[src/design/iCachePkg.sv]
package iCachePkg;

	// address and word sizes
	localparam int addrWidth = 32;
	localparam int dataWidth = 32;

	// address split: tag 31:12, index 11:5, offset 4:2, byte 1:0
	localparam int tagWidth = 20;
	localparam int indexWidth = 7;
	localparam int offsetWidth = 3;
	localparam int byteBits = addrWidth - tagWidth - indexWidth - offsetWidth;

	// block geometry
	localparam int numSetsDefault = 1 << indexWidth;        // 128 sets
	localparam int wordsPerBlockDefault = 1 << offsetWidth; // 8 words per block

	// controller states
	typedef enum logic [1:0] {
		stIdle = 2'b00,
		stRead = 2'b01,
		stMiss = 2'b10,
		stFill = 2'b11
	} ctrlState;

endpackage

[src/design/iCacheControl.sv]
`timescale 1ns/1ps

module iCacheControl (
	input  logic                             CLK,
	input  logic                             RST,
	input  logic                             fetchEn,
	input  logic [iCachePkg::addrWidth-1:0]  fetchAddr,
	input  logic                             hit,
	input  logic [iCachePkg::dataWidth-1:0]  lineData,
	input  logic                             fillDone,
	output logic                             lookupEn,
	output logic                             refillStart,
	output logic [iCachePkg::addrWidth-1:0]  refillBase,
	output logic [iCachePkg::dataWidth-1:0]  fetchData,
	output logic                             ready,
	output logic                             stall
);

	import iCachePkg::*;

	localparam int blockBits = offsetWidth + byteBits;

	ctrlState state;
	ctrlState nextState;

	always_ff @(posedge CLK or negedge RST) begin
		if (!RST) begin
			state <= stIdle;
		end else begin
			state <= nextState;
		end
	end

	// word is delivered while the registered lookup shows a hit
	assign ready = (state == stRead) && hit;

	// stall covers the refill start cycle and the wait for the block
	assign stall = (state == stFill) || (state == stMiss);

	assign refillStart = (state == stFill); // single cycle pulse

	// block aligned base of the missing fetch
	assign refillBase = {fetchAddr[addrWidth-1:blockBits], {blockBits{1'b0}}};

	assign fetchData = ready ? lineData : '0;

	// array lookup strobe
	// in stRead a hit frees the port, so a new address is taken at once
	always_comb begin
		lookupEn = 1'b0;
		case (state)
			stIdle: begin
				lookupEn = fetchEn;
			end
			stRead: begin
				lookupEn = fetchEn && hit; // streaming hits
			end
			stMiss: begin
				lookupEn = fillDone; // block stored, look again
			end
			default: begin
				lookupEn = 1'b0;
			end
		endcase
	end

	// next state
	always_comb begin
		nextState = state;
		case (state)
			stIdle: begin
				if (fetchEn) begin
					nextState = stRead;
				end
			end
			stRead: begin
				if (!hit) begin
					nextState = stFill;     // miss, start the refill
				end else if (fetchEn) begin
					nextState = stRead;     // next word already presented
				end else begin
					nextState = stIdle;
				end
			end
			stFill: begin
				nextState = stMiss;
			end
			stMiss: begin
				if (fillDone) begin
					nextState = stRead;
				end
			end
			default: begin
				nextState = stIdle;
			end
		endcase
	end

endmodule

[config.mk]
export PLATFORM = sky130hd
export DESIGN_NAME = iCacheControl
export DESIGN_NICKNAME = d
export VERILOG_FILES = /design/src/design/iCachePkg.sv /design/src/design/iCacheControl.sv
export SDC_FILE = /design/constraint.sdc
export NUM_CORES = 1
export LEC_CHECK = 0
export BUFFER_PORTS_ARGS = -buffer_cell sky130_fd_sc_hd__buf_2
export CORE_MARGIN = 2
export CORE_UTILIZATION = 26
export CTS_BUF_LIST = sky130_fd_sc_hd__clkbuf_8 sky130_fd_sc_hd__clkbuf_16
export DETAILED_ROUTE_END_ITERATION = 7
export GPL_TIMING_DRIVEN = 0
export PLACE_DENSITY = 0.84
export SYNTH_ARGS = -nofsm -noshare
export SYNTH_HDL_FRONTEND = slang
export SYNTH_SLANG_ARGS = --single-unit
[constraint.sdc]
create_clock -name CLK -period 2.5 [get_ports CLK]
set_input_delay 0.625 -clock CLK [delete_from_list [all_inputs] [get_ports CLK]]
set_output_delay 0.625 -clock CLK [all_outputs]
set_load 0.01 [all_outputs]
==> results of run 1 <==
==> logic make-up after synthesis <==
| kind of cell | after synthesis |
|---|---|
| AO/OA/AOI/OAI | 4 |
| buffers and inverters | 39 |
| flip-flops | 2 |
| multiplexers | 1 |
| other | 1 |
| AND/OR/NAND/NOR | 39 |
==> worst register-to-register path: cells and delay by family (launching register included) <==
family,cells,cell delay (ns)
and+or+nand+nor,2,0.20
DFF,1,0.36
buffers and inverters,1,0.14
==> cell usage after synthesis <==
cell	n
a21oi_1	2
and2_1	20
and2_2	13
buf_4	32
buf_6	4
clkbuf_1	1
conb_1	1
dfrtp_1	2
inv_1	2
mux2i_1	1
nand2_1	2
nand2_2	1
nor2_1	1
nor2_4	1
nor2b_1	1
o21ai_0	1
o22ai_1	1
==> through the flow <==
stage | hold WS, ns | worst slack, ns | instance area (um2)
finish | 0.198 | 0.508 | 1230
global route | 0.195 | 0.428 | 1230
CTS | 0.197 | 0.490 | 1230
detailed placement | 0.416 | 0.494 | 1180
global placement | 0.410 | 0.482 | 1180
floorplan | 0.329 | 0.768 | 654
==> routing by layer <==
metal,up-vias,global-route usage
li1,431,-
met1,360,0.129
met2,53,0.249
met3,0,0.0306
met4,0,0.0256
met5,-,0
==> final cells by class <==
cell class                 count  area (um2)
tap                           28        35.0
inverter                       2        7.51
multi-input combinational     49         308
buffer                        37         289
sequential                     2        50.0
clock buffer                   3        41.3
timing repair buffer          99         495
fill                         233        1050
==> path summary, 6_finish.rpt <==
kind	slack (ns)	cells after the start	to
worst max-delay path	0.51	6	fetchData[13]
worst min-delay path	0.20	1	state[1]$_DFFE_PN0P_
worst max register to register	1.68	3	state[1]$_DFFE_PN0P_
worst min register to register	0.58	2	state[0]$_DFFE_PN0P_
max in group asynchronous	2.20	1	state[0]$_DFFE_PN0P_
min in group CLK	0.58	2	state[0]$_DFFE_PN0P_
==> power groups by stage <==
| stage | Sequential, uW | Clock [uW] | Combinational (uW) |
|---|---|---|---|
| finish | 64.8 | 125 | 462 |
| global route | 67.8 | 133 | 514 |
| detailed placement | 65.0 | 0 | 467 |
| global placement | 64.6 | 0 | 461 |
| CTS | 64.5 | 128 | 468 |
| floorplan | 62.0 | 0 | 301 |
==> key figures, run 1 <==
Final layout
  • Final nets: 263
  • Final Core Density: 0.539
  • Layout cell share with drive strength beyond 1: 0.797
  • Final non-filler cell total: 220
  • N_diodes: 0
  • Register with the most flip-flops: state
  • Syn-to-layout area delta: 91.8%
  • Biggest regs: state: 2 flops
  • Most frequent cells in the layout: buf_2, buf_4, and2_1
  • Commonest non-fill, non-tap cell in the layout: buf_2
  • Max FFs per register: 2

Logic synthesis
  • Mapped Cells: 86
  • Synth cell types: 17
  • Cell taking the most area after synthesis: buf_4
  • Yosys reg bits: 2
  • Avg Cell Area, Syn: 7.43 um2
  • Synth Warn #: 0
  • Area share of the largest cell type after synthesis: 0.376
  • XOR/XNOR Fraction of Synth Area: 0
  • Synth Cell Area: 639 um2
  • Synth Area in Compound Gates: 0.0333
  • Synth Area in Adders: 0
  • Area contributors post-synth: buf_4, and2_1, and2_2, dfrtp_1, buf_6
  • Simple-gate share of the synthesized area: 0.403
  • Combinational family with the most area after synthesis: buffers and inverters
  • Register area share after synthesis: 0.0783
  • Mux share of post-synthesis cell area: 0.0157

Timing
  • Count of final max-slew check failures: 0
  • Sum Neg Setup Slack: 0 ns
  • Final hold vios: 0
  • Max Clock Freq: 502 MHz
  • Clock Skew: 0.00267 ns
  • Final period util: 0.797
  • RSZ-0062 raised after global routing: no
  • Setup Viol. Count Final: 0
  • Min Tclk post-route: 1.99 ns

Placement
  • GP Congestion: 0.758
  • IO buf count: 99
  • Placed Cells: 217
  • Final HPWL DP: 2.00 mm

Critical path
  • Worst Setup Start Kind: input port
  • Critical path type: in2out
  • Worst Path Buf+Inv: 3
  • Reg2reg start: state[1]$_DFFE_PN0P_
  • Critical Path RT: 1.88 ns
  • CP Capture Type: output port
  • Crit-path leading delay family: buffers and inverters
  • CP most frequent cell: buf_2
  • Worst path slowest cell: nor2_4
  • Data arrival, critical path: 1.37 ns
  • Worst-path fanout max: 10
  • Critical Path Max Stage Delay: 0.16 ns
  • Crit-path cells: buf_2 > nand2_2 > nor2_4 > buf_6 > and2_1 > buf_2
  • Setup crit start: hit

Detailed routing
  • WL met2: 1.25 mm
  • Routed Antenna Nets: 0
  • Routed length on met1: 660 um
  • DRC viols: 0
  • Routed wire length: 2.14 mm
  • Metal3 WL: 227 um
  • WL/cell: 9.73 um
  • Vias: 844
  • Vias per cell: 3.84
  • DR iter-0 viols: 10
  • Drt first pass iters: 4
  • Top Layer Used: met3

Global routing
  • Global-route wire length before repair: 2.68 mm
  • Initial antenna violation count: 0
  • Vias in the first global route: 655
  • GRT Residual Overflow: 0
  • Gr usage total: 0.125
  • Pin count of the biggest net entering global routing: 11

Power
  • Clock power frac: 0.192
  • Seq pwr share: 0.099
  • Switch Pwr: 254 uW
  • Tot Pwr: 652 uW
  • Switching share of power: 0.390
  • Combinational Power Share: 0.709
  • Pwr/cell area: 532 mW/mm2
  • Worst VDD drop: 0.000485 V
  • LEAKAGE: 0.000823 uW
  • Internal: 397 uW

Die
  • Core area: 0.00228 mm2
  • Die Width: 53.6 um
  • Initial Util: 0.281
  • Row count: 17
  • I/O pin total: 137
  • Die ar.: 0.00287 mm2
  • Chip Height: 53.6 um

Clocking
  • Htree depth: 1
  • CTS buffer count: 3
  • CTS clock-pin slew for the worst setup and hold paths: 0.03 ns
  • Root buffer cell: clkbuf_8
  • Hold_buf cts: 0
  • Post-CTS sizing: 0
  • Worst skew pair latency: 0.21 ns
  • Post-CTS setup buffers: 0
  • Bufs on Longest Clock Path: 2
  • TritonCTS clock tree: built
  • CTS sink count: 2

Flow run
  • # Max-Cap Violations: 0

Min path
  • Hold WC Path Type: in2async

Status
  • Status: finished, final reports clean
(Power assumes the default switching activity.)
==> run 2, diff against run 1 <==
Settings changed: CORE_UTILIZATION 26 to 21, PLACE_DENSITY 0.84 to 0.72.
Clock period 2.5 ns to 1.7 ns, I/O delays scaled along.
==> run 2 against run 1 <==
  * Utilization down 7.5 points
  * Register-to-register slack worse by 0.88 ns
  * Total power up 77%
  * Die area up 22%
  * Hold slack better by 0.32 ns
  * Routed wire length down 6.0%
  * Final cell count up 5.5%
  * Sequential share of layout area down 0.46 points
  * Combinational power up 93%
  * Final area up 13%
  * Clock skew down 0.0013 ns
  * Sequential power up 31%
  * Critical path type is now reg2out
  * Highest routed layer unchanged
==> key figures, run 2 (synthesis results as in run 1) <==
Global routing
  • Gr usage total: 0.0952 (was 0.125)
  • Initial antenna violation count: 0 (unchanged)
  • Grt met3 use: 0.0240 (was 0.0306)
  • GRT Residual Overflow: 0 (unchanged)
  • Pin count of the biggest net entering global routing: 11 (unchanged)
  • Global-route track usage on met1: 0.0937 (was 0.129)
  • Global-route wire length before repair: 2.59 mm (was 2.68 mm)
  • Most Crowded Layer GR: met2 (unchanged)
  • Met2 Usage GRT: 0.200 (was 0.249)
  • Vias in the first global route: 639 (was 655)

Final layout
  • Commonest non-fill, non-tap cell in the layout: buf_2 (unchanged)
  • Final Core Density: 0.464 (was 0.539)
  • Most frequent cells in the layout: buf_2, buf_4, and2_1 (unchanged)
  • Layout cell share with drive strength beyond 1: 0.804 (was 0.797)
  • Final nets: 270 (was 263)
  • Biggest regs: state: 2 flops (unchanged)
  • N_diodes: 0 (unchanged)
  • Final non-filler cell total: 232 (was 220)
  • Register with the most flip-flops: state (unchanged)
  • Syn-to-layout area delta: 116% (was 91.8%)
  • Max FFs per register: 2 (unchanged)

Timing
  • Final period util: 0.986
  • RSZ-0062 raised after global routing: yes (was no)
  • Min Tclk post-route: 1.68 ns
  • Count of final max-slew check failures: 0 (unchanged)
  • Max Clock Freq: 597 MHz
  • Final hold vios: 0 (unchanged)
  • Clock Skew: 0.00135 ns (was 0.00267 ns)
  • Setup ws final: 0.0242 ns (was 0.508 ns)
  • Setup Viol. Count Final: 0 (unchanged)

Clocking
  • Bufs on Longest Clock Path: 2 (unchanged)
  • Root buffer cell: clkbuf_8 (unchanged)
  • CTS clock-pin slew for the worst setup and hold paths: 0.03 ns (about the same)
  • Htree depth: 1 (unchanged)
  • CTS sink count: 2 (unchanged)
  • TritonCTS clock tree: built (unchanged)
  • Worst skew pair latency: 0.20 ns (was 0.21 ns)
  • CTS buffer count: 3 (unchanged)

Power
  • Worst VDD drop: 0.000560 V (was 0.000485 V)
  • Pwr/cell area: 837 mW/mm2 (was 532 mW/mm2)
  • LEAKAGE: 0.000879 uW (was 0.000823 uW)

Detailed routing
  • Vias per cell: 3.72 (was 3.84)
  • WL/cell: 8.68 um (was 9.73 um)
  • Routed Antenna Nets: 0 (unchanged)
  • DRC viols: 0 (unchanged)
  • Drt first pass iters: 4 (unchanged)
  • DR iter-0 viols: 10 (unchanged)
  • Vias: 864 (was 844)
  • Routed wire length: 2.01 mm (was 2.14 mm)

Critical path
  • FF-to-FF End: state[0]$_DFFE_PN0P_ (was state[1]$_DFFE_PN0P_)
  • Critical path type: reg2out (was in2out)
  • Worst-path fanout max: 10 (unchanged)
  • R2R cell count: 3 (unchanged)
  • CP Capture Type: output port (unchanged)
  • Reg2reg start: state[0]$_DFFE_PN0P_ (was state[1]$_DFFE_PN0P_)
  • Data arrival, critical path: 1.25 ns (was 1.37 ns)
  • Setup crit start: state[1]$_DFFE_PN0P_ (was hit)
  • Worst Setup Start Kind: register (was input port)
  • Critical Path RT: 1.27 ns (was 1.88 ns)
  • End of the critical path: fetchData[14] (was fetchData[13])
  • R2R Setup Slk: 0.80 ns (was 1.68 ns)

Flow run
  • # Max-Cap Violations: 0 (unchanged)

Placement
  • IO buf count: 99 (unchanged)
  • Placed Cells: 222 (was 217)
  • GP Congestion: 0.711 (was 0.758)
  • Final HPWL DP: 1.68 mm (was 2.00 mm)
  • DP Worst Slack: 0.0659 ns (was 0.494 ns)

Die
  • Chip Height: 59.2 um (was 53.6 um)
  • I/O pin total: 137 (unchanged)
  • Row count: 20 (was 17)
  • Initial Util: 0.215 (was 0.281)
  • Core area: 0.00298 mm2 (was 0.00228 mm2)
  • Die ar.: 0.00350 mm2 (was 0.00287 mm2)
  • Die Width: 59.2 um (was 53.6 um)

Min path
  • Hold WC Path Type: in2reg (was in2async)

Status
  • Status: finished, final reports clean (unchanged)
-- run 2: cell count changes in the layout (fill, tap and decap cells not counted), moves of 3 or more --
cell	before	now
and2_2	13	4
and2_4	0	10
buf_4	32	35
buf_6	4	14
buf_2	99	90
-- run 2: layer usage --
metal  vias to the layer above  share of wire
met1                       343           0.34
met4                         0              0
met5                         -              0
met3                         0           0.14
met2                        74           0.52
li1                        447              -
-- run 2: layout make-up --
class | instances | area, um2
Buffer | 37 | 293
Clock buffer | 3 | 41.3
Fill cell | 302 | 1600
Inverter | 2 | 7.51
Multi-Input combinational cell | 49 | 322
Sequential cell | 2 | 50.0
Tap cell | 33 | 41.3
Timing Repair Buffer | 106 | 627
-- run 2: worst min path at each step --
stage          startpoint              endpoint  slack, ns  cells past startpoint
4_1_cts          fillDone  state[0]$_DFFE_PN0P_       0.52                      3
2_1_floorplan         RST  state[0]$_DFFE_PN0P_       0.13                      0
3_5_place_dp          RST  state[0]$_DFFE_PN0P_       0.21                      1
3_3_place_gp          RST  state[0]$_DFFE_PN0P_       0.21                      1
6_report         fillDone  state[0]$_DFFE_PN0P_       0.52                      3
5_1_grt          fillDone  state[0]$_DFFE_PN0P_       0.53                      3
-- run 2: where the power goes --
group | internal [uW] | leakage [uW] | switching, uW
clock | 149 | 0.0000216 | 29.5
combinational | 518 | 0.000833 | 374
sequential | 71.9 | 0.0000242 | 13.2
total | 739 | 0.000879 | 417
-- run 2: repair_timing --
item,in CTS,in global routing
gates resized for setup,8,15
setup buffers,4,0
pin swaps,2,3
hold buffers,1,0
hold endpoints to repair,1,0
endpoints found under the setup margin,29,30
cloned,2,0
-- run 2: metrics by stage --
stage	cell area, um2	TNS (ns)	power, uW	hold WS [ns]
6_report	1380	0	1160	0.517
3_3_place_gp	1190	0	777	0.211
4_1_cts	1340	0	1120	0.522
2_1_floorplan	654	0	533	0.129
5_1_grt	1380	-0.537	1250	0.533
3_5_place_dp	1190	0	785	0.212
-- run 2: worst max-delay path, cell delays in order (launching register included) --
cell and delay [ns]:
dfrtp_1 0.36, buf_6 0.13, nor2_4 0.09, buf_12 0.13
buf_8 0.11, and2_1 0.12, buf_2 0.12
