File: config.mk
export PLATFORM = sky130hd
export DESIGN_NAME = iCacheRefill
export DESIGN_NICKNAME = d
export VERILOG_FILES = /design/src/design/iCachePkg.sv /design/src/design/iCacheRefill.sv
export SDC_FILE = /design/constraint.sdc
export NUM_CORES = 1
export LEC_CHECK = 0
export BUFFER_PORTS_ARGS = -buffer_cell sky130_fd_sc_hd__buf_2
export CAP_MARGIN = 20
export CELL_PAD_IN_SITES_DETAIL_PLACEMENT = 0
export CELL_PAD_IN_SITES_GLOBAL_PLACEMENT = 1
export CORE_UTILIZATION = 25
export CTS_BUF_LIST = sky130_fd_sc_hd__clkbuf_2 sky130_fd_sc_hd__clkbuf_4 sky130_fd_sc_hd__clkbuf_8
export DETAILED_ROUTE_END_ITERATION = 7
export PLACE_DENSITY = 0.83
export SYNTH_ARGS = -nofsm -noshare
export SYNTH_HDL_FRONTEND = slang
export SYNTH_SLANG_ARGS = --single-unit
File: constraint.sdc
create_clock -name CLK -period 1.31 [get_ports CLK]
set_clock_uncertainty 0.05 [all_clocks]
set_input_delay 0.131 -clock CLK [delete_from_list [all_inputs] [get_ports CLK]]
set_output_delay 0.131 -clock CLK [all_outputs]
set_load 0.005 [all_outputs]
File: src/design/iCachePkg.sv
package iCachePkg;

	// address and word sizes
	localparam int addrWidth = 32;
	localparam int dataWidth = 32;

	// address split: tag 31:12, index 11:5, offset 4:2, byte 1:0
	localparam int tagWidth = 20;
	localparam int indexWidth = 7;
	localparam int offsetWidth = 3;
	localparam int byteBits = addrWidth - tagWidth - indexWidth - offsetWidth;

	// block geometry
	localparam int numSetsDefault = 1 << indexWidth;        // 128 sets
	localparam int wordsPerBlockDefault = 1 << offsetWidth; // 8 words per block

	// controller states
	typedef enum logic [1:0] {
		stIdle = 2'b00,
		stRead = 2'b01,
		stMiss = 2'b10,
		stFill = 2'b11
	} ctrlState;

endpackage

File: src/design/iCacheRefill.sv
`timescale 1ns/1ps

module iCacheRefill #(
	parameter int wordsPerBlock = iCachePkg::wordsPerBlockDefault
) (
	input  logic                                   CLK,
	input  logic                                   RST,
	input  logic                                   refillStart,
	input  logic [iCachePkg::addrWidth-1:0]        refillBase,
	input  logic                                   memValid,
	input  logic [iCachePkg::dataWidth-1:0]        memData,
	output logic                                   memReq,
	output logic [iCachePkg::addrWidth-1:0]        memAddr,
	output logic                                   fillWe,
	output logic [iCachePkg::indexWidth-1:0]       fillIndex,
	output logic [$clog2(wordsPerBlock)-1:0]       fillOffset,
	output logic [iCachePkg::addrWidth-iCachePkg::indexWidth-$clog2(wordsPerBlock)
		-iCachePkg::byteBits-1:0]                  fillTag,
	output logic [iCachePkg::dataWidth-1:0]        fillData,
	output logic                                   fillDone
);

	import iCachePkg::*;

	localparam int offBits = $clog2(wordsPerBlock);
	localparam int blockNumBits = addrWidth - offBits - byteBits;

	logic                    busy;
	logic [offBits-1:0]      count;    // word being fetched
	logic [blockNumBits-1:0] blockNum; // address bits above the block
	logic                    lastWord;

	assign lastWord = (count == offBits'(wordsPerBlock - 1));

	always_ff @(posedge CLK or negedge RST) begin
		if (!RST) begin
			busy <= 1'b0;
			count <= '0;
			memReq <= 1'b0;
			fillDone <= 1'b0;
		end else begin
			memReq <= refillStart || (busy && memValid && !lastWord); // next word after valid
			fillDone <= busy && memValid && lastWord;
			if (refillStart) begin
				busy <= 1'b1;
				count <= '0;
			end else if (busy && memValid) begin
				count <= count + 1'b1;
				if (lastWord) begin
					busy <= 1'b0;
				end
			end
		end
	end

	always_ff @(posedge CLK) begin
		if (refillStart) begin
			blockNum <= refillBase[addrWidth-1:offBits+byteBits];
		end
	end

	assign memAddr = {blockNum, count, {byteBits{1'b0}}}; // base plus four times count

	// each returned word goes straight into the array
	assign fillWe = busy && memValid;
	assign fillData = memData;
	assign fillOffset = count;
	assign fillIndex = blockNum[indexWidth-1:0];
	assign fillTag = blockNum[blockNumBits-1:indexWidth];

endmodule

==> flow_summary.ini, run 1 <==
[final_layout]
final_nets = 253
regArea_um2 = 961
finalInstanceArea_mm2 = 0.00205
diodes = 0
drive_gt1_share_pct = 58.7
fillers = 594
multi_input_area_um2 = 134
syn2layout_area_growth_pct = 29.9

[worst_setup_path]
timing.rr.start = fillOffset[1]$_DFFE_PN0P_
cp_max_fo = 7
cp-start-kind = flop
critical_path_class = flop to output pin
r2r_cells = 4
worstReg2RegEnd = fillOffset[2]$_DFFE_PN0P_
cp-end-kind = output pin
crit_arrival_ns = 1.05
cp.required_ns = 1.13
r2r_slack_ns = 0.10

[synthesis]
ys.flop_type = edfxtp_1
ys_ff_latch = 33
synth_area_leaders = edfxtp_1 51%, buf_4 31%, dfrtp_1 9.5%, ha_1 1.6%, a21bo_1 1.3%
synth_most_common_cell = buf_4
synth_edf_count = 27
yosys.area.top_type_share_pct = 51.5
netlist_area_mm2 = 0.00158
synth_cell_types = 17
synthCells = 115
avgSynthCellArea_um2 = 13.7
yosys_warnings = 0
ys_async_sr_fraction_pct = 18.2
yosys-top-cells-count = 64 x buf_4, 27 x edfxtp_1, 6 x dfrtp_1
yosysTopAreaCell = edfxtp_1
synth.yosys.seq_area_share_pct = 61.0

[worst_hold_path]
hold_path_class = primary input to flop
hold_path_end = fillOffset[1]$_DFFE_PN0P_
worstHoldStart = memValid
hold-path-cell-count = 3

[routing]
vias = 998
vias_per_cell = 3.85
drc = 0
routed.top_layer = met4
routed_wl_mm = 3.04
wl_per_cell_um = 11.7
dr_wl_met3_um = 325
dr_wl_met2_mm = 1.53
drtIter0Drc = 15
met1_length_mm = 1.14
first_pass_iters = 3
drtAntennaViolNets = 0

[power_and_ir_drop]
swShare_pct = 22.3
p_sw_uw = 519
ir_worst_vdd_v = 0.000475
intPower_uw = 1810
power.share.clock_pct = 32.1
combPwrFrac_pct = 14.0
cellPowerDensity_mw_per_mm2 = 1140
seqPwrFrac_pct = 53.9
power.leakage_uw = 0.000959

[cts]
post_cts_buffers = 0
clock_latency_ns = 0.28
htreeDepth = 2
cts_inserted_buffers = 5
numClockSinks = 33
clk_pin_slew_ns = 0.07
root_buffer = clkbuf_8
cts_tree = built
clk_path_buf_depth = 2

[die]
top_level_ports = 165
core_mm2 = 0.00599
fp.dieW_um = 81.4
start_util_pct = 26.3
rows = 28
die_h_um = 81.4
fp.dieArea_mm2 = 0.00662

[global_route]
grt_overflow = 0
antenna_found_initial = 0
grt_max_degree = 17
grt_pass1_wl_mm = 4.38
grtUsageTotal_pct = 9.37
grt_pass1_vias = 967

[job]
max_cap_viol_count = 0

[timing]
rsz0062_at_grt = false
layout_min_cycle_time_ns = 1.23
fin_setup_tns_ns = 0
setup_viol = 0
maxSlewViolCount = 0
report.final.hold_viol_count = 0
period_share_pct = 94.1
max_freq_mhz = 811
hold_ws_ns = 0.108

[place]
port-buffer-count = 93
gp_congestion = 0.689
dpl.hpwl_mm = 2.21
place_area_mm2 = 0.00168

[status]
outcome = complete, no violations
## worst max-delay path by stage
| stage | start | end | slack (ns) | cells after the start |
|---|---|---|---|---|
| 4_1_cts | busy$_DFFE_PN0P_ | fillWe | 0.06 | 2 |
| 3_3_place_gp | fillOffset[1]$_DFFE_PN0P_ | fillOffset[2]$_DFFE_PN0P_ | 0.15 | 4 |
| 6_report | busy$_DFFE_PN0P_ | fillWe | 0.08 | 2 |
| 2_1_floorplan | fillOffset[0]$_DFFE_PN0P_ | fillOffset[2]$_DFFE_PN0P_ | 0.14 | 4 |
| 5_1_grt | busy$_DFFE_PN0P_ | fillWe | 0.009 | 2 |
| 3_5_place_dp | fillOffset[1]$_DFFE_PN0P_ | fillOffset[2]$_DFFE_PN0P_ | 0.13 | 4 |
## sequential cells by signal, indices dropped and copies added, names as in the netlist
register    cells
fillOffset      3
blockNum       27
busy            1
memReq          1
fillDone        1
## placed cells by master (no fill, tap or decap), types with 2 or more instances in the layout
master | synthesis | routed
edfxtp_1 | 27 | 27
buf_4 | 64 | 3
conb_1 | 1 | 2
dlygate4sd3_1 | 0 | 28
ha_1 | 2 | 2
dfrtp_1 | 6 | 6
a21oi_1 | 2 | 2
buf_2 | 0 | 93
a21bo_1 | 2 | 2
nand3_1 | 2 | 2
clkbuf_8 | 0 | 5
clkinv_2 | 0 | 2
## timing repair
item | CTS | global route
hold buffers | 28 | 0
gates resized for setup | 0 | 0
hold endpoints to repair | 33 | 0
## worst max-delay path, cell delays in order, from the launching register on
cell and delay (ns):
dfrtp_1 0.45, and2_4 0.20, buf_2 0.12
## final cells by class
| type | instances | share of cell area (%) |
|---|---|---|
| multi-input combinational | 18 | 6.54 |
| clock buffer | 6 | 3.73 |
| timing repair buffer | 124 | 37.5 |
| tap | 75 | 4.58 |
| clock inverter | 2 | 0.489 |
| sequential | 33 | 46.9 |
| inverter | 1 | 0.183 |
## power groups by stage
stage	sequential, uW	clock, uW	combinational [uW]
CTS	1260	796	332
detailed placement	1280	0	268
floorplan	1290	0	213
finish	1250	746	327
global route	1270	823	366
global placement	1270	0	263
## metal layers
layer / up-vias / global-route usage (%)
li1: 454 / -
met3: 10 / 5.28
met2: 69 / 15.9
met5: - / 0
met1: 465 / 9.14
met4: 0 / 4.46
## metrics by stage
| stage | total power [uW] | cells | setup slack, ns | utilization (%) |
|---|---|---|---|---|
| global route | 2460 | 259 | 0.00893 | 34.2 |
| floorplan | 1500 | 116 | 0.144 | - |
| CTS | 2380 | 259 | 0.0580 | 34.2 |
| detailed placement | 1540 | 223 | 0.131 | 28.0 |
| global placement | 1540 | 223 | 0.152 | 28.0 |
| finish | 2330 | 259 | 0.0770 | 34.2 |
## cells by family after synthesis
| logic type | share of synthesized area, % |
|---|---|
| flip-flops | 61.0 |
| other | 0.238 |
| multiplexers | 0.953 |
| adder cells (fa/ha/maj) | 1.59 |
| AND/OR/NAND/NOR | 2.54 |
| buffers and inverters | 30.7 |
| AO/OA/AOI/OAI | 2.94 |
No activity file was read; power rests on OpenSTA's default activity.
==> run 2: changes to the inputs <==
--- a/config.mk
+++ b/config.mk
@@ -9,10 +9,12 @@
 export CAP_MARGIN = 20
 export CELL_PAD_IN_SITES_DETAIL_PLACEMENT = 0
 export CELL_PAD_IN_SITES_GLOBAL_PLACEMENT = 1
+export CORE_ASPECT_RATIO = 1.2
 export CORE_UTILIZATION = 25
 export CTS_BUF_LIST = sky130_fd_sc_hd__clkbuf_2 sky130_fd_sc_hd__clkbuf_4 sky130_fd_sc_hd__clkbuf_8
 export DETAILED_ROUTE_END_ITERATION = 7
 export PLACE_DENSITY = 0.83
+export RECOVER_POWER = 25
 export SYNTH_ARGS = -nofsm -noshare
 export SYNTH_HDL_FRONTEND = slang
 export SYNTH_SLANG_ARGS = --single-unit
==> run 2 against run 1 <==
First-iteration DRC count rose by 20%. Power fell by 0.31%. Largest power group unchanged. Via count shrank 1.7%. Register-to-register slack barely moved. Critical endpoint is now fillOffset[2]$_DFFE_PN0P_. Global-route usage grew 0.061 points.
==> flow_summary.ini, run 2 (synthesis gave the netlist of run 1 again) <==
[final_layout]
multi_input_area_um2 = 134
diodes = 0
drive_gt1_share_pct = 57.3
final_common_cell = buf_2
regArea_um2 = 961
largest_reg_flops = 27
fillers = 603
syn2layout_area_growth_pct = 30.6
final_nets = 254
largest_register = blockNum
layout_common_cells = 91 x buf_2, 28 x dlygate4sd3_1, 27 x edfxtp_1

[timing]
tightest_slew_ns = 0.611
rsz0062_at_grt = false
worst_slack_ns = 0.0968
period_share_pct = 92.6
layout_min_cycle_time_ns = 1.21
max_freq_mhz = 824
setup_viol = 0
report.final.hold_viol_count = 0
relSlewSlack_pct = 59.2
maxSlewViolCount = 0
fin_setup_tns_ns = 0

[power_and_ir_drop]
power.leakage_uw = 0.000954
p_sw_uw = 515
seqPwrFrac_pct = 54.0
swShare_pct = 22.2
intPower_uw = 1810
ir_worst_vdd_v = 0.000489
combPwrFrac_pct = 13.9
cellPowerDensity_mw_per_mm2 = 1130
power.share.clock_pct = 32.1

[global_route]
grt_max_degree = 21
antenna_found_initial = 0
grt_pass1_vias = 1002
grtUsageTotal_pct = 9.44
grt_pass1_wl_mm = 4.49
grt_overflow = 0

[worst_setup_path]
r2r_slack_ns = 0.1
cp-end-kind = flop
path_depth = 4
worstPathCellList = ha_1, ha_1, nand3_1, a21oi_1
timing.rr.start = fillOffset[0]$_DFFE_PN0P_
r2r_cells = 4
crit_arrival_ns = 1.30
crit_start = fillOffset[0]$_DFFE_PN0P_
cp-endpoint = fillOffset[2]$_DFFE_PN0P_
crit_buf_inv = 0
worstReg2RegEnd = fillOffset[2]$_DFFE_PN0P_
cp_max_fo = 4
cpMaxStageDelayCell = dfrtp_1
cpPeakStageDelay_ns = 0.41
critical_path_class = flop to flop
cp.required_ns = 1.39
critPathTopFamily = adder cells
cp-start-kind = flop
path_common_cell = ha_1

[cts]
clk_path_buf_depth = 2
clock_latency_ns = 0.28
numClockSinks = 33
htreeDepth = 2
root_buffer = clkbuf_8
cts_tree = built
cts_inserted_buffers = 5
cts_resized = 0
clk_pin_slew_ns = 0.07

[die]
rows = 31
top_level_ports = 165
fp.dieW_um = 74.5
fp.dieArea_mm2 = 0.00662
core_mm2 = 0.00605
die_h_um = 89.0
start_util_pct = 26.0

[routing]
first_pass_iters = 2
drtAntennaViolNets = 0
vias = 981
routed_wl_mm = 3.05
wl_per_cell_um = 11.4
vias_per_cell = 3.67
drc = 0
drtIter0Drc = 18

[worst_hold_path]
hold_path_class = primary input to flop

[place]
port-buffer-count = 93
pre_cts_ws_ns = 0.104
dpl.hpwl_mm = 2.11
gp_congestion = 0.664

[job]
max_cap_viol_count = 0

[status]
outcome = complete, no violations
run 2: cell type report:
class,instances,area share (%)
timing repair buffer,125,37.4
sequential,33,46.7
inverter,1,0.182
multi-input combinational,18,6.51
clock buffer,6,3.71
clock inverter,2,0.487
tap,82,4.99
run 2: timing repair:
action                                  4_1_cts  5_1_grt
endpoints found under the setup margin        0        1
hold buffers                                 28        0
setup buffers                                 0        1
hold endpoints to repair                     33        0
run 2: worst min-delay path by stage:
stage	from	to	slack, ns	depth (start not counted)
after floorplan	RST	busy$_DFFE_PN0P_	-0.21	0
after global placement	RST	fillOffset[0]$_DFFE_PN0P_	-0.09	1
final	memValid	fillOffset[1]$_DFFE_PN0P_	0.11	3
after CTS	memValid	fillOffset[1]$_DFFE_PN0P_	0.11	3
after detailed placement	RST	fillOffset[0]$_DFFE_PN0P_	-0.08	1
after global routing	memValid	fillOffset[1]$_DFFE_PN0P_	0.13	3
run 2: through the flow:
stage | std cells | cell area (um^2) | hold WS (ns) | utilization, % | power, uW
2_1_floorplan | 116 | 1580 | -0.215 | - | 1500
3_3_place_gp | 230 | 1690 | -0.0888 | 27.9 | 1530
3_5_place_dp | 230 | 1690 | -0.0823 | 27.9 | 1540
4_1_cts | 266 | 2060 | 0.107 | 34.0 | 2360
5_1_grt | 267 | 2060 | 0.130 | 34.0 | 2450
6_report | 267 | 2060 | 0.110 | 34.0 | 2320
run 2: worst min-delay path: stages:
cell and delay [ns]:
buf_2 0.14, nand3_1 0.07, a21oi_1 0.05
run 2: power by group through the flow:
| stage | Clock [uW] | Sequential (uW) | Combinational [uW] |
|---|---|---|---|
| floorplan | 0 | 1290 | 213 |
| global placement | 0 | 1270 | 255 |
| detailed placement | 0 | 1280 | 258 |
| CTS | 781 | 1260 | 323 |
| global route | 818 | 1270 | 367 |
| finish | 745 | 1250 | 322 |
run 2: metal layers:
metal / part of all wire (%) / vias to the layer above / global-route usage [%]
li1: - / 454 / -
met1: 35 / 446 / 8.85
met2: 53 / 65 / 16.1
met3: 7.8 / 16 / 3.72
met4: 4.1 / 0 / 7.55
met5: 0 / - / 0
==> run 3: changes to the inputs <==
--- a/config.mk
+++ b/config.mk
@@ -10,6 +10,7 @@
 export CELL_PAD_IN_SITES_DETAIL_PLACEMENT = 0
 export CELL_PAD_IN_SITES_GLOBAL_PLACEMENT = 1
 export CORE_ASPECT_RATIO = 1.2
+export CORE_MARGIN = 5
 export CORE_UTILIZATION = 25
 export CTS_BUF_LIST = sky130_fd_sc_hd__clkbuf_2 sky130_fd_sc_hd__clkbuf_4 sky130_fd_sc_hd__clkbuf_8
 export DETAILED_ROUTE_END_ITERATION = 7
==> run 3 against run 2 <==
Maximum frequency down 1.9%. Cell count down 0.75%. Global-route usage down 1.1 points. Die area up 21%. Non-clock buffer count down 2. Clock power up 8.1%. Worst setup slack worse by 0.024 ns. Clock-buffer cell count up 2. Final area down 0.12%. First-iteration DRC count up 28%. Sequential power about the same.
==> flow_summary.ini, run 3 (synthesis gave the netlist of run 1 again) <==
[worst_setup_path]
cpPeakStageDelay_ns = 0.46
critical_path_class = flop to output pin
crit_arrival_ns = 1.06
cpMaxStageDelayCell = dfrtp_1
cp.required_ns = 1.13
critPathTopFamily = flip-flops
worstPathCellList = and2_4, buf_2
crit_buf_inv = 1
cp-start-kind = flop
cp-end-kind = output pin
cp_max_fo = 7

[routing]
drc = 0
routed_wl_mm = 3.39
first_pass_iters = 4
wl_per_cell_um = 12.8
drtIter0Drc = 23
vias = 979
vias_per_cell = 3.69
drtAntennaViolNets = 0

[cts]
htreeDepth = 2
clk_pin_slew_ns = 0.07
clk_path_buf_depth = 2
clock_latency_ns = 0.28
post_cts_buffers = 0
root_buffer = clkbuf_8
cts_resized = 0
numClockSinks = 33
cts_inserted_buffers = 5
cts_tree = built

[place]
gp_congestion = 0.671
port-buffer-count = 93
dpl.hpwl_mm = 2.54

[timing]
layout_min_cycle_time_ns = 1.24
fin_setup_tns_ns = 0
report.final.hold_viol_count = 0
hold_ws_ns = 0.109
max_freq_mhz = 808
setup_viol = 0
maxSlewViolCount = 0
period_share_pct = 94.4
rsz0062_at_grt = false

[die]
top_level_ports = 165
core_mm2 = 0.00609
start_util_pct = 25.9
die_h_um = 97.0
rows = 31
fp.dieW_um = 82.5
fp.dieArea_mm2 = 0.00799

[power_and_ir_drop]
seqPwrFrac_pct = 52.6
power.share.clock_pct = 33.8
cellPowerDensity_mw_per_mm2 = 1160
power.leakage_uw = 0.000951
swShare_pct = 21.0
combPwrFrac_pct = 13.6
intPower_uw = 1880
p_sw_uw = 499
ir_worst_vdd_v = 0.000425

[global_route]
grt_overflow = 0
grt_pass1_vias = 1048
grtUsageTotal_pct = 8.37
grt_max_degree = 16
grt_pass1_wl_mm = 5.11
antenna_found_initial = 0

[worst_hold_path]
hold_path_class = primary input to flop

[status]
outcome = complete, no violations

[final_layout]
largest_register = blockNum
layout_common_cells = 91 x buf_2, 28 x dlygate4sd3_1, 27 x edfxtp_1
largest_reg_flops = 27
final_nets = 252
final_common_cell = buf_2
utilization_pct = 33.7
diodes = 0
syn2layout_area_growth_pct = 30.4
drive_gt1_share_pct = 57.4

[job]
max_cap_viol_count = 0
run 3: tightest hold or removal path: stages:
cell and delay [ns]:
buf_2 0.14, nand3_1 0.07, a21oi_1 0.06
run 3: power groups by stage:
stage          clock (uW)  sequential, uW  combinational (uW)
2_1_floorplan           0            1290                 213
3_3_place_gp            0            1270                 266
3_5_place_dp            0            1280                 267
4_1_cts               859            1260                 334
5_1_grt               898            1270                 355
6_report              805            1250                 324
run 3: repair_timing:
action	4_1_cts	5_1_grt
setup endpoints to repair	0	0
endpoints found under the hold margin	33	0
hold buffers	28	0
run 3: layout make-up:
type	instances	area, um^2
inverter	1	3.75
fill	618	4040
sequential	33	961
clock buffer	8	97.6
tap	82	103
timing repair buffer	123	756
multi-input combinational	18	134
run 3: final timing paths:
path / from / endpoint / slack (ns) / cells past startpoint
max in group asynchronous: RST / busy$_DFFE_PN0P_ / 0.75 / 2
min in group asynchronous: RST / fillOffset[1]$_DFFE_PN0P_ / 0.20 / 2
hold / removal: memValid / fillOffset[1]$_DFFE_PN0P_ / 0.11 / 3
setup / recovery: busy$_DFFE_PN0P_ / fillWe / 0.07 / 2
hold reg to reg: busy$_DFFE_PN0P_ / busy$_DFFE_PN0P_ / 0.59 / 1
setup reg to reg: fillOffset[0]$_DFFE_PN0P_ / fillOffset[2]$_DFFE_PN0P_ / 0.09 / 4
run 3: through the flow:
step	area (um^2)	power [uW]	setup slack (ns)	std cells
floorplan	1580	1500	0.144	116
global placement	1680	1540	0.118	229
detailed placement	1680	1550	0.103	229
CTS	2060	2450	0.0641	265
global route	2050	2520	0.00924	265
finish	2050	2380	0.0728	265
run 3: per-layer routing:
metal / vias to the layer above / part of all wire [%] / global-route usage, %
met2: 51 / 56 / 15.0
met5: - / 0 / 0
met3: 12 / 8.0 / 2.97
met1: 467 / 33 / 7.61
met4: 0 / 3.0 / 5.24
li1: 449 / - / -
